[src/rv_core_pkg.sv]
package rv_core_pkg;

    localparam int unsigned xlen = 32;

    typedef logic [3:0] reg_addr_t;  // RV32E has 16 registers

    // Major opcodes
    localparam logic [6:0] op_reg   = 7'b0110011;
    localparam logic [6:0] op_imm   = 7'b0010011;
    localparam logic [6:0] op_load  = 7'b0000011;
    localparam logic [6:0] op_store = 7'b0100011;

    // funct3 values
    localparam logic [2:0] f3_add_sub = 3'b000;
    localparam logic [2:0] f3_xor     = 3'b100;
    localparam logic [2:0] f3_or      = 3'b110;
    localparam logic [2:0] f3_and     = 3'b111;
    localparam logic [2:0] f3_word    = 3'b010;  // LW, SW
    localparam logic [2:0] f3_byte    = 3'b000;  // SB

    localparam logic [6:0] funct7_sub = 7'b0100000;  // Bit 30 turns ADD into SUB

    typedef struct packed {
        logic [6:0] funct7;
        logic [4:0] rs2;
        logic [4:0] rs1;
        logic [2:0] funct3;
        logic [4:0] rd;
        logic [6:0] opcode;
    } r_fmt_t;

    typedef struct packed {
        logic [11:0] imm12;
        logic [4:0]  rs1;
        logic [2:0]  funct3;
        logic [4:0]  rd;
        logic [6:0]  opcode;
    } i_fmt_t;

    typedef struct packed {
        logic [6:0] imm_hi;
        logic [4:0] rs2;
        logic [4:0] rs1;
        logic [2:0] funct3;
        logic [4:0] imm_lo;
        logic [6:0] opcode;
    } s_fmt_t;

    // One instruction word, three ways to read it
    typedef union packed {
        r_fmt_t r_fmt;
        i_fmt_t i_fmt;
        s_fmt_t s_fmt;
    } instr_u;

    typedef struct packed {
        logic            valid;
        logic [xlen-1:0] pc;
        instr_u          instr;
    } fetch_to_ex_t;

    typedef struct packed {
        logic            valid;
        logic [xlen-1:0] pc;
        logic            illegal;
        logic            reg_we;
        reg_addr_t       rd;
        logic [xlen-1:0] alu_result;  // Also the load/store address
        logic [xlen-1:0] store_data;
        logic            mem_read;
        logic            mem_write;
        logic            byte_store;
    } ex_to_mem_t;

    typedef struct packed {
        logic            valid;
        logic [xlen-1:0] pc;
        logic            illegal;
        logic            reg_we;
        reg_addr_t       rd;
        logic [xlen-1:0] wdata;
    } retire_t;

endpackage

[src/register_file.sv]
`timescale 1ns/1ps

module register_file (
    input  logic                          cpu_clk,
    input  logic                          rst_n,
    input  logic                          step_en,
    input  rv_core_pkg::reg_addr_t        rs1,
    input  rv_core_pkg::reg_addr_t        rs2,
    output logic [rv_core_pkg::xlen-1:0]  rs1_data,
    output logic [rv_core_pkg::xlen-1:0]  rs2_data,
    input  logic                          wb_we,
    input  rv_core_pkg::reg_addr_t        wb_rd,
    input  logic [rv_core_pkg::xlen-1:0]  wb_data
);

    logic [rv_core_pkg::xlen-1:0] regs [16];

    always_ff @(posedge cpu_clk or negedge rst_n) begin
        if (!rst_n) begin
            for (int i = 0; i < 16; i++) begin
                regs[i] <= '0;
            end
        end else if (step_en && wb_we && (wb_rd != '0)) begin
            regs[wb_rd] <= wb_data;  // x0 writes never land
        end
    end

    // x0 stays zero since it is never written after reset
    assign rs1_data = (rs1 == '0) ? '0 : regs[rs1];
    assign rs2_data = (rs2 == '0) ? '0 : regs[rs2];

endmodule

[src/decode_execute.sv]
`timescale 1ns/1ps

module decode_execute (
    input  logic                          cpu_clk,
    input  logic                          rst_n,
    input  logic                          step_en,
    input  rv_core_pkg::fetch_to_ex_t     fetch,
    input  logic                          wb_we,
    input  rv_core_pkg::reg_addr_t        wb_rd,
    input  logic [rv_core_pkg::xlen-1:0]  wb_data,
    output rv_core_pkg::ex_to_mem_t       exec
);

    rv_core_pkg::instr_u           instr;
    rv_core_pkg::reg_addr_t        rs1_idx;
    rv_core_pkg::reg_addr_t        rs2_idx;
    logic [rv_core_pkg::xlen-1:0]  rs1_data;
    logic [rv_core_pkg::xlen-1:0]  rs2_data;
    logic [rv_core_pkg::xlen-1:0]  op_a;
    logic [rv_core_pkg::xlen-1:0]  op_b;
    logic [rv_core_pkg::xlen-1:0]  imm_i;
    logic [rv_core_pkg::xlen-1:0]  imm_s;
    logic                          fwd_a;
    logic                          fwd_b;
    rv_core_pkg::ex_to_mem_t       exec_next;

    assign instr   = fetch.instr;
    assign rs1_idx = instr.r_fmt.rs1[3:0];  // rs1/rs2 sit in the same bits in every form
    assign rs2_idx = instr.r_fmt.rs2[3:0];

    register_file register_file_i (
        .cpu_clk  (cpu_clk),
        .rst_n    (rst_n),
        .step_en  (step_en),
        .rs1      (rs1_idx),
        .rs2      (rs2_idx),
        .rs1_data (rs1_data),
        .rs2_data (rs2_data),
        .wb_we    (wb_we),
        .wb_rd    (wb_rd),
        .wb_data  (wb_data)
    );

    // Bypass from the memory stage that also covers load-use
    assign fwd_a = fetch.valid && wb_we && (wb_rd != '0) && (wb_rd == rs1_idx);
    assign fwd_b = fetch.valid && wb_we && (wb_rd != '0) && (wb_rd == rs2_idx);
    assign op_a  = fwd_a ? wb_data : rs1_data;
    assign op_b  = fwd_b ? wb_data : rs2_data;

    assign imm_i = {{20{instr.i_fmt.imm12[11]}}, instr.i_fmt.imm12};
    assign imm_s = {{20{instr.s_fmt.imm_hi[6]}}, instr.s_fmt.imm_hi, instr.s_fmt.imm_lo};

    always_comb begin
        exec_next            = '0;
        exec_next.valid      = fetch.valid;
        exec_next.pc         = fetch.pc;
        exec_next.store_data = op_b;
        case (instr.r_fmt.opcode)
            rv_core_pkg::op_reg: begin
                exec_next.reg_we  = 1'b1;
                exec_next.rd      = instr.r_fmt.rd[3:0];
                exec_next.illegal = instr.r_fmt.rd[4] | instr.r_fmt.rs1[4] | instr.r_fmt.rs2[4];
                if (instr.r_fmt.funct7 == rv_core_pkg::funct7_sub &&
                    instr.r_fmt.funct3 == rv_core_pkg::f3_add_sub) begin
                    exec_next.alu_result = op_a - op_b;
                end else if (instr.r_fmt.funct7 != 7'b0) begin
                    exec_next.illegal = 1'b1;
                end else begin
                    case (instr.r_fmt.funct3)
                        rv_core_pkg::f3_add_sub: exec_next.alu_result = op_a + op_b;
                        rv_core_pkg::f3_xor:     exec_next.alu_result = op_a ^ op_b;
                        rv_core_pkg::f3_or:      exec_next.alu_result = op_a | op_b;
                        rv_core_pkg::f3_and:     exec_next.alu_result = op_a & op_b;
                        default:                 exec_next.illegal    = 1'b1;
                    endcase
                end
            end
            rv_core_pkg::op_imm, rv_core_pkg::op_load: begin
                exec_next.reg_we     = 1'b1;
                exec_next.rd         = instr.i_fmt.rd[3:0];
                exec_next.alu_result = op_a + imm_i;  // ADDI result or load address
                exec_next.illegal    = instr.i_fmt.rd[4] | instr.i_fmt.rs1[4];
                if (instr.i_fmt.opcode == rv_core_pkg::op_load) begin
                    exec_next.mem_read = 1'b1;
                    if (instr.i_fmt.funct3 != rv_core_pkg::f3_word) exec_next.illegal = 1'b1;
                end else if (instr.i_fmt.funct3 != rv_core_pkg::f3_add_sub) begin
                    exec_next.illegal = 1'b1;  // Only ADDI is supported
                end
            end
            rv_core_pkg::op_store: begin
                exec_next.mem_write  = 1'b1;
                exec_next.alu_result = op_a + imm_s;
                exec_next.byte_store = (instr.s_fmt.funct3 == rv_core_pkg::f3_byte);
                exec_next.illegal    = instr.s_fmt.rs1[4] | instr.s_fmt.rs2[4];
                if (instr.s_fmt.funct3 != rv_core_pkg::f3_word &&
                    instr.s_fmt.funct3 != rv_core_pkg::f3_byte) begin
                    exec_next.illegal = 1'b1;
                end
            end
            default: exec_next.illegal = 1'b1;
        endcase
        // Bubbles and illegal instructions touch nothing
        if (!fetch.valid || exec_next.illegal) begin
            exec_next.reg_we    = 1'b0;
            exec_next.mem_read  = 1'b0;
            exec_next.mem_write = 1'b0;
        end
        exec_next.illegal = exec_next.illegal & fetch.valid;
    end

    always_ff @(posedge cpu_clk or negedge rst_n) begin
        if (!rst_n) begin
            exec <= '0;
        end else if (step_en) begin
            exec <= exec_next;
        end
    end

endmodule

[config.mk]
export PLATFORM = sky130hd
export DESIGN_NAME = decode_execute
export DESIGN_NICKNAME = d
export VERILOG_FILES = /design/src/rv_core_pkg.sv /design/src/register_file.sv /design/src/decode_execute.sv
export SDC_FILE = /design/constraint.sdc
export NUM_CORES = 1
export LEC_CHECK = 0
export BUFFER_PORTS_ARGS = -buffer_cell sky130_fd_sc_hd__buf_4
export CORE_ASPECT_RATIO = 1.25
export CORE_UTILIZATION = 32
export DETAILED_ROUTE_END_ITERATION = 7
export MAX_ROUTING_LAYER = met4
export PLACE_DENSITY = 0.48
export SLEW_MARGIN = 20
export SYNTH_ARGS = -nofsm -noshare
export SYNTH_HDL_FRONTEND = slang
export SYNTH_SLANG_ARGS = --single-unit
export TNS_END_PERCENT = 1
[constraint.sdc]
create_clock -name cpu_clk -period 6.1 [get_ports cpu_clk]
set_input_delay 0 -clock cpu_clk [delete_from_list [all_inputs] [get_ports cpu_clk]]
set_output_delay 0 -clock cpu_clk [all_outputs]
set_load 0.005 [all_outputs]
Word-level counts from Yosys, hierarchy flattened:

Cells that the tools add are included.

* output and inout port bits: 106
* input bits: 105
* register bits after elaboration: 618
* logic and storage cells: 106

* reduce and logical (&&, ||, !) cells: 20
* add/sub/neg operators: 4
* bitwise operators: 10
* multiplexer cells: 31
* equality and inequality tests: 11
* order comparisons: 4

Operators by type and width (count)
* bitwise mux 512 bit: 1
* two-way mux 32 bit: 11
* binary-select mux 32 bit (select 4 bit): 2
* demux 32 bit (select 4 bit): 1
* case mux 32 bit (4 select lines): 1
* adder 32 bit: 3
* case mux 32 bit (3 select lines): 1
* bitwise AND 32 bit: 1
* bitwise OR 32 bit: 1
* subtractor 32 bit: 1
* bitwise XOR 32 bit: 1
* equality test 7 x 6 -> 1 bit, second input constant: 3
* greater-or-equal comparator 5 bit, second input constant: 3
* NOT 4 -> 5 bit: 3
* two-way mux 1 bit: 10
* equality test 3 bit, second input constant: 3
* logical AND 1 bit: 9
* equality test 4 bit: 2
* zero test 4 bit: 2
* equality test 7 x 2 -> 1 bit, second input constant: 1
* equality test 7 x 5 -> 1 bit, second input constant: 1
* nonzero test 7 bit: 1
* < comparator 5 x 1 -> 1 bit, second input constant: 1
* two-way mux 5 bit: 1
* other kinds (13): 16

Depth between registers and ports, before layout:

* depth in word-level cells: 11
* gate-level depth with buffers: 21
* gate-level depth less buffers: 18

By module:

Synthesis repeated with hierarchy kept, for this count alone.

* cell total of the unflattened synthesis: 3290
* area, all modules: 37532.2 um2

By module, submodules not included
* register_file: times used 1, cells each 1814, sequential area each 12011.5 um2, area an instance 25836.0 um2
* decode_execute: times used 1, cells each 1476, sequential area each 2652.5 um2, area an instance 11696.2 um2

Worst setup path before layout:

No wires, ideal clock.

* path type: input-to-reg
* start: in fetch[15] (netlist name)
* end: reg exec[63] (netlist name)
* path buffers: 3
* slack: 1.018 ns
* required time: 5.976 ns
* setup time: 0.124 ns
* data arrival time: 4.958 ns
* cell stages on the path: 19
* cell sequence: buf_4 clkbuf_1 buf_1 mux4_2 mux4_2 a22o_1 ha_1 inv_1 fa_1 nor2b_4 o31a_1 o41a_1 o41ai_4 o21ai_0 a41oi_2 a32o_1 mux2_1 o2111ai_1 nand2_1

* word-level cells in the longest chain between the ends: 11
* elaborated cells between the ends (all ways): 20
* classes of those cells: 4 x add/sub; 1 x eq/ne; 9 x mux; 4 x bitwise; 2 x reduce/logical

RTL lines
* from (decl): line decode_execute.sv:7 `input rv_core_pkg::fetch_to_ex_t fetch,`
* NOT 4 -> 5 bit (not written as such): line register_file.sv:29 `assign rs1_data = (rs1 == '0) ? '0 : regs[rs1];`
* binary-select mux 32 bit (select 4 bit): line register_file.sv:29
* two-way mux 32 bit (not written as such) (2 in a row): line register_file.sv:29
* two-way mux 32 bit: line register_file.sv:29
* two-way mux 32 bit (*): line decode_execute.sv:47 `assign op_a = fwd_a ? wb_data : rs1_data;`
* adder 32 bit (tied with other cells): line decode_execute.sv:70 `rv_core_pkg::f3_add_sub: exec_next.alu_result = op_a + op_b;`
* case mux 32 bit (4 select lines): line decode_execute.sv:69 `case (instr.r_fmt.funct3)`
* two-way mux 32 bit: line decode_execute.sv:66 `end else if (instr.r_fmt.funct7 != 7'b0) begin`
* two-way mux 32 bit: line decode_execute.sv:63 `if (instr.r_fmt.funct7 == rv_core_pkg::funct7_sub &&`
* case mux 32 bit (3 select lines) (*): line decode_execute.sv:58 `case (instr.r_fmt.opcode)`
* to (signal assigned): line decode_execute.sv:115 `exec <= exec_next;`
* to (decl): line decode_execute.sv:11 `output rv_core_pkg::ex_to_mem_t exec`

Every way passes the cells marked *; elsewhere a longest branch is shown, timed or not. The select of a mux whose other input is x is not followed.
A chain may end at the register's enable or synchronous reset.

Final worst setup path:

* start: reg register_file_i.regs[128] (netlist name)
* end: reg exec[61] (netlist name)

* word-level cells in the longest chain between the ends: 10
* elaborated cells between the ends (all ways): 18
* classes of those cells: 4 x add/sub; 14 x mux

RTL lines
* from (decl): line register_file.sv:16 `logic [rv_core_pkg::xlen-1:0] regs [16];`
* from (signal, indexed assignment): line register_file.sv:24 `regs[wb_rd] <= wb_data;`
* binary-select mux 32 bit (select 4 bit) (on tied branches): line register_file.sv:29, register_file.sv:30
* two-way mux 32 bit (on tied branches) (3 in a row): line register_file.sv:29, register_file.sv:30
* two-way mux 32 bit (on tied branches): line decode_execute.sv:47, decode_execute.sv:48
* adder 32 bit: line decode_execute.sv:70
* case mux 32 bit (4 select lines): line decode_execute.sv:69
* two-way mux 32 bit: line decode_execute.sv:66
* two-way mux 32 bit: line decode_execute.sv:63
* case mux 32 bit (3 select lines) (*): line decode_execute.sv:58

Marks and branches as above.

==> impl_results.md <==
- RSZ-0062 raised after global routing: false
- Reg power frac: 0.373
- Setup_tns: 0 ns
- Synth unique cells: 89
- Net Sw Power: 0.00466 W
- Vias in the first global route: about 29k
- Power Internal: around 0.0095 W
- Pre-antenna DRT Iters: 6
- CTS tree: done
- Clock slew seen by the registers of the worst setup and hold paths: approximately 0.060 ns
- Most frequently used flop master after synthesis: dfrtp_1
- CP max FO: 4
- Tmin final: 5.24 ns
- Final Cycle Share: 0.859
- Worst setup SP type: flip-flop
- Avg WL per Cell: about 26 um
- Cell Pwr Density: between 300 and 400 nW/um2
- Antenna-violating nets left: 0
- IO Pins: ~210
- Clk buf depth: 3
- Combinational Power Share: 0.329
- Gr ovfl total: 0
- Mean post-synth cell area: ~12 um2
- Setup bufs post-CTS: 0
- Final Hold Fails: 0
- Fin nets: approximately 3.6k
- DRC: 0
- CP arrival: 5.73 ns
- Post-synth EDFFs: 0
- CTS Sinks: 618
- Total GRT Usage: 0.221
- Worst endpoint required time: about 6.6 ns
- Die width: between 300 and 400 um
- Max cap viols: 0
- Vias per cell: approximately 5.5
- Final WL: around 130000 um
- Clock latency on the worst-skew pair: 0.65 ns
- Sw frac: 0.329
- Full die area: between 100000 and 150000 um2
- Row count: 141
- Multi-input gate area: roughly 21000 um2
- Core box area: roughly 120000 um2
- Fin util: 0.379
- Layout cell share with drive strength beyond 1: 0.372
- Pleak: ~19 nW
- DRT iter0 DRCs: roughly 2.1k
- Setup Skew: 0.0241 ns
- Synth async-reset ratio: 1.00
- Mapped cell area: about 38000 um2
- Seq/Total Area, Yosys: 0.407
- HPWL after DPL: 85900 um
- H-Tree Depth: 3
- Initial Util: 0.322
- # setup viols final: 0
- Syn-to-layout area delta: 17.6%
- Status: finished, final reports clean
- Vias: 27.3k
- Net Count, Synth: 3355
- Max-slew violation count: 0
- First-pass GRT wire length: about 190000 um
- Slew @ Worst Pin: between 1 and 1.5 ns
- Cells after Synth: between 3k and 4k
- Crit path kind: reg2reg
- Number of port buffers: 210
- Clk root buf: clkbuf_16
- Initial antenna violation count: 6
- Relative slew slack: 0.212
- Max rail drop VDD: 0.166 mV
- Routability cong.: between 0.9 and 1
- Critical Path End Type: flip-flop
- FF+latch count, synth: around 620
- Fill cells: approximately 11k
- Clock share of power: 0.298
- HP Class: in2reg
- Pin count of the biggest net entering global routing: around 170
- Inserted Clock Buffers: 68
- Fmax: approximately 190 MHz
- Yosys Warn Count: 0
- Die height: 387 um
- Seq. cell area: 15500 um2
==> power by group through the flow <==
stage / logic, W / registers, W / clock network, W
floorplan: 0.00328 / 0.00517 / 0
global placement: 0.00455 / 0.00531 / 0
detailed placement: 0.00457 / 0.00534 / 0
CTS: 0.00465 / 0.00527 / 0.00433
global route: 0.00506 / 0.00537 / 0.00448
finish: 0.00466 / 0.00528 / 0.00421
==> cells by family (layout without fill, tap and decap cells) <==
kind of cell               after synthesis  in the layout  share of synthesized area
and+or+nand+nor                        484            484                     0.0591
buffers and inverters                  403            653                     0.0416
adders and majority gates              127            127                     0.0424
DFF                                    618            618                      0.407
xor gates and xnor gates                58             58                     0.0134
muxes                                  867            867                      0.340
other                                    0              5                          0
AOI/OAI and AO/OA                      566            566                     0.0973
==> layout by cell type (no fill, tap or decap), types with 17 or more instances in the layout <==
cell           instances
a211oi_1              18
o22ai_1               35
nand3_1               35
mux2i_1               65
a21o_1                25
o21bai_1              17
clkbuf_16             71
mux4_2               288
nand2_1              153
buf_4                297
xnor2_1               40
mux2_2               513
ha_1                 124
o21ai_0              109
dfrtp_1              618
clkbuf_1              22
nor3_1                20
a22oi_1               17
dlygate4sd3_1        108
nor2b_1               19
xor2_1                18
inv_1                114
a21oi_1              183
a22o_1                33
nor2_1               146
nand2b_1              20
==> layout make-up <==
type | count | share of cell area
multi-input cells | 2102 | 0.472
repair buffers | 419 | 0.0794
diodes | 5 | 0.000280
inverters | 114 | 0.00957
clock inverters | 14 | 0.00366
well taps | 1573 | 0.0440
clock buffers | 106 | 0.0456
flip-flops and latches | 618 | 0.346
==> routing by layer <==
metal | global-route usage | vias up | wire length [um]
met4 | 0.0684 | 0 | 3490
met3 | 0.0228 | 193 | 5080
met5 | - | - | 0
li1 | - | 12100 | -
met1 | 0.268 | 14200 | 53700
met2 | 0.382 | 751 | 66800
==> what timing repair did <==
item                                   CTS  global route
endpoints found under the hold margin  654             0
hold buffers                           108             0
resized for setup                        0             0
==> Yosys cell counts (12+ instances only) <==
master	instances	area share
o31ai_1	13	0.0026
nand2b_1	22	0.0036
buf_2	26	0.0034
o211ai_1	13	0.0026
mux4_2	288	0.17
a22o_1	33	0.0076
a22oi_1	17	0.0034
nor2b_1	19	0.0031
a21o_1	25	0.0049
o21bai_1	17	0.0034
xor2_1	18	0.0041
dfrtp_1	618	0.41
nor3_1	20	0.0026
a21oi_1	184	0.024
inv_1	114	0.011
a31oi_1	12	0.0020
nand3_1	35	0.0046
o22ai_1	35	0.0058
mux2_2	513	0.15
o21a_1	16	0.0032
mux2i_1	65	0.017
nor2_1	157	0.015
clkbuf_1	228	0.022
nand2_1	153	0.015
o21ai_0	109	0.014
ha_1	124	0.041
xnor2_1	40	0.0092
buf_1	26	0.0026
a211oi_1	18	0.0036
==> state kept, by name, indices dropped and copies added, names as in the netlist <==
name and cells:
register_file_i.regs 512, exec 106
==> stage by stage <==
stage                     area (um2)  worst slack (ns)  std cells  power (W)  hold slack (ns)
after detailed placement       41400             0.746       4718    0.00991           0.0937
after CTS                      44700             0.846       4946     0.0143           0.0164
after global placement         41400             0.733       4718    0.00987           0.0833
after floorplan                38000              1.02       3123    0.00845           -0.296
after global routing           44700             0.553       4950     0.0149           0.0828
final                          44700             0.863       4951     0.0141           0.0492
==> worst max-delay path, cell delays in order (launching register included) <==
cell and delay (ns):
dfrtp_1 0.40, mux4_2 0.49, mux4_2 0.48, a22o_1 0.32
inv_1 0.12, ha_1 0.19, inv_1 0.07, fa_1 0.46
nor2b_1 0.17, o221a_2 0.32, o211ai_1 0.18, nand3b_1 0.24
a2111oi_0 0.66, buf_4 0.21, a21oi_1 0.14, xnor2_1 0.16
a222oi_1 0.35, o21ai_0 0.12
==> final timing paths <==
kind	from	to	slack, ns	cells after the start
max in group asynchronous	rst_n	register_file_i.regs[31]	4.02	4
max	register_file_i.regs[128]	exec[61]	0.86	17
min	fetch[31]	exec[66]	0.05	4
min reg2reg	register_file_i.regs[492]	register_file_i.regs[492]	0.40	0
max reg2reg	register_file_i.regs[128]	exec[61]	0.86	17
min in group asynchronous	rst_n	exec[15]	0.50	3
(Power assumes the default switching activity.)
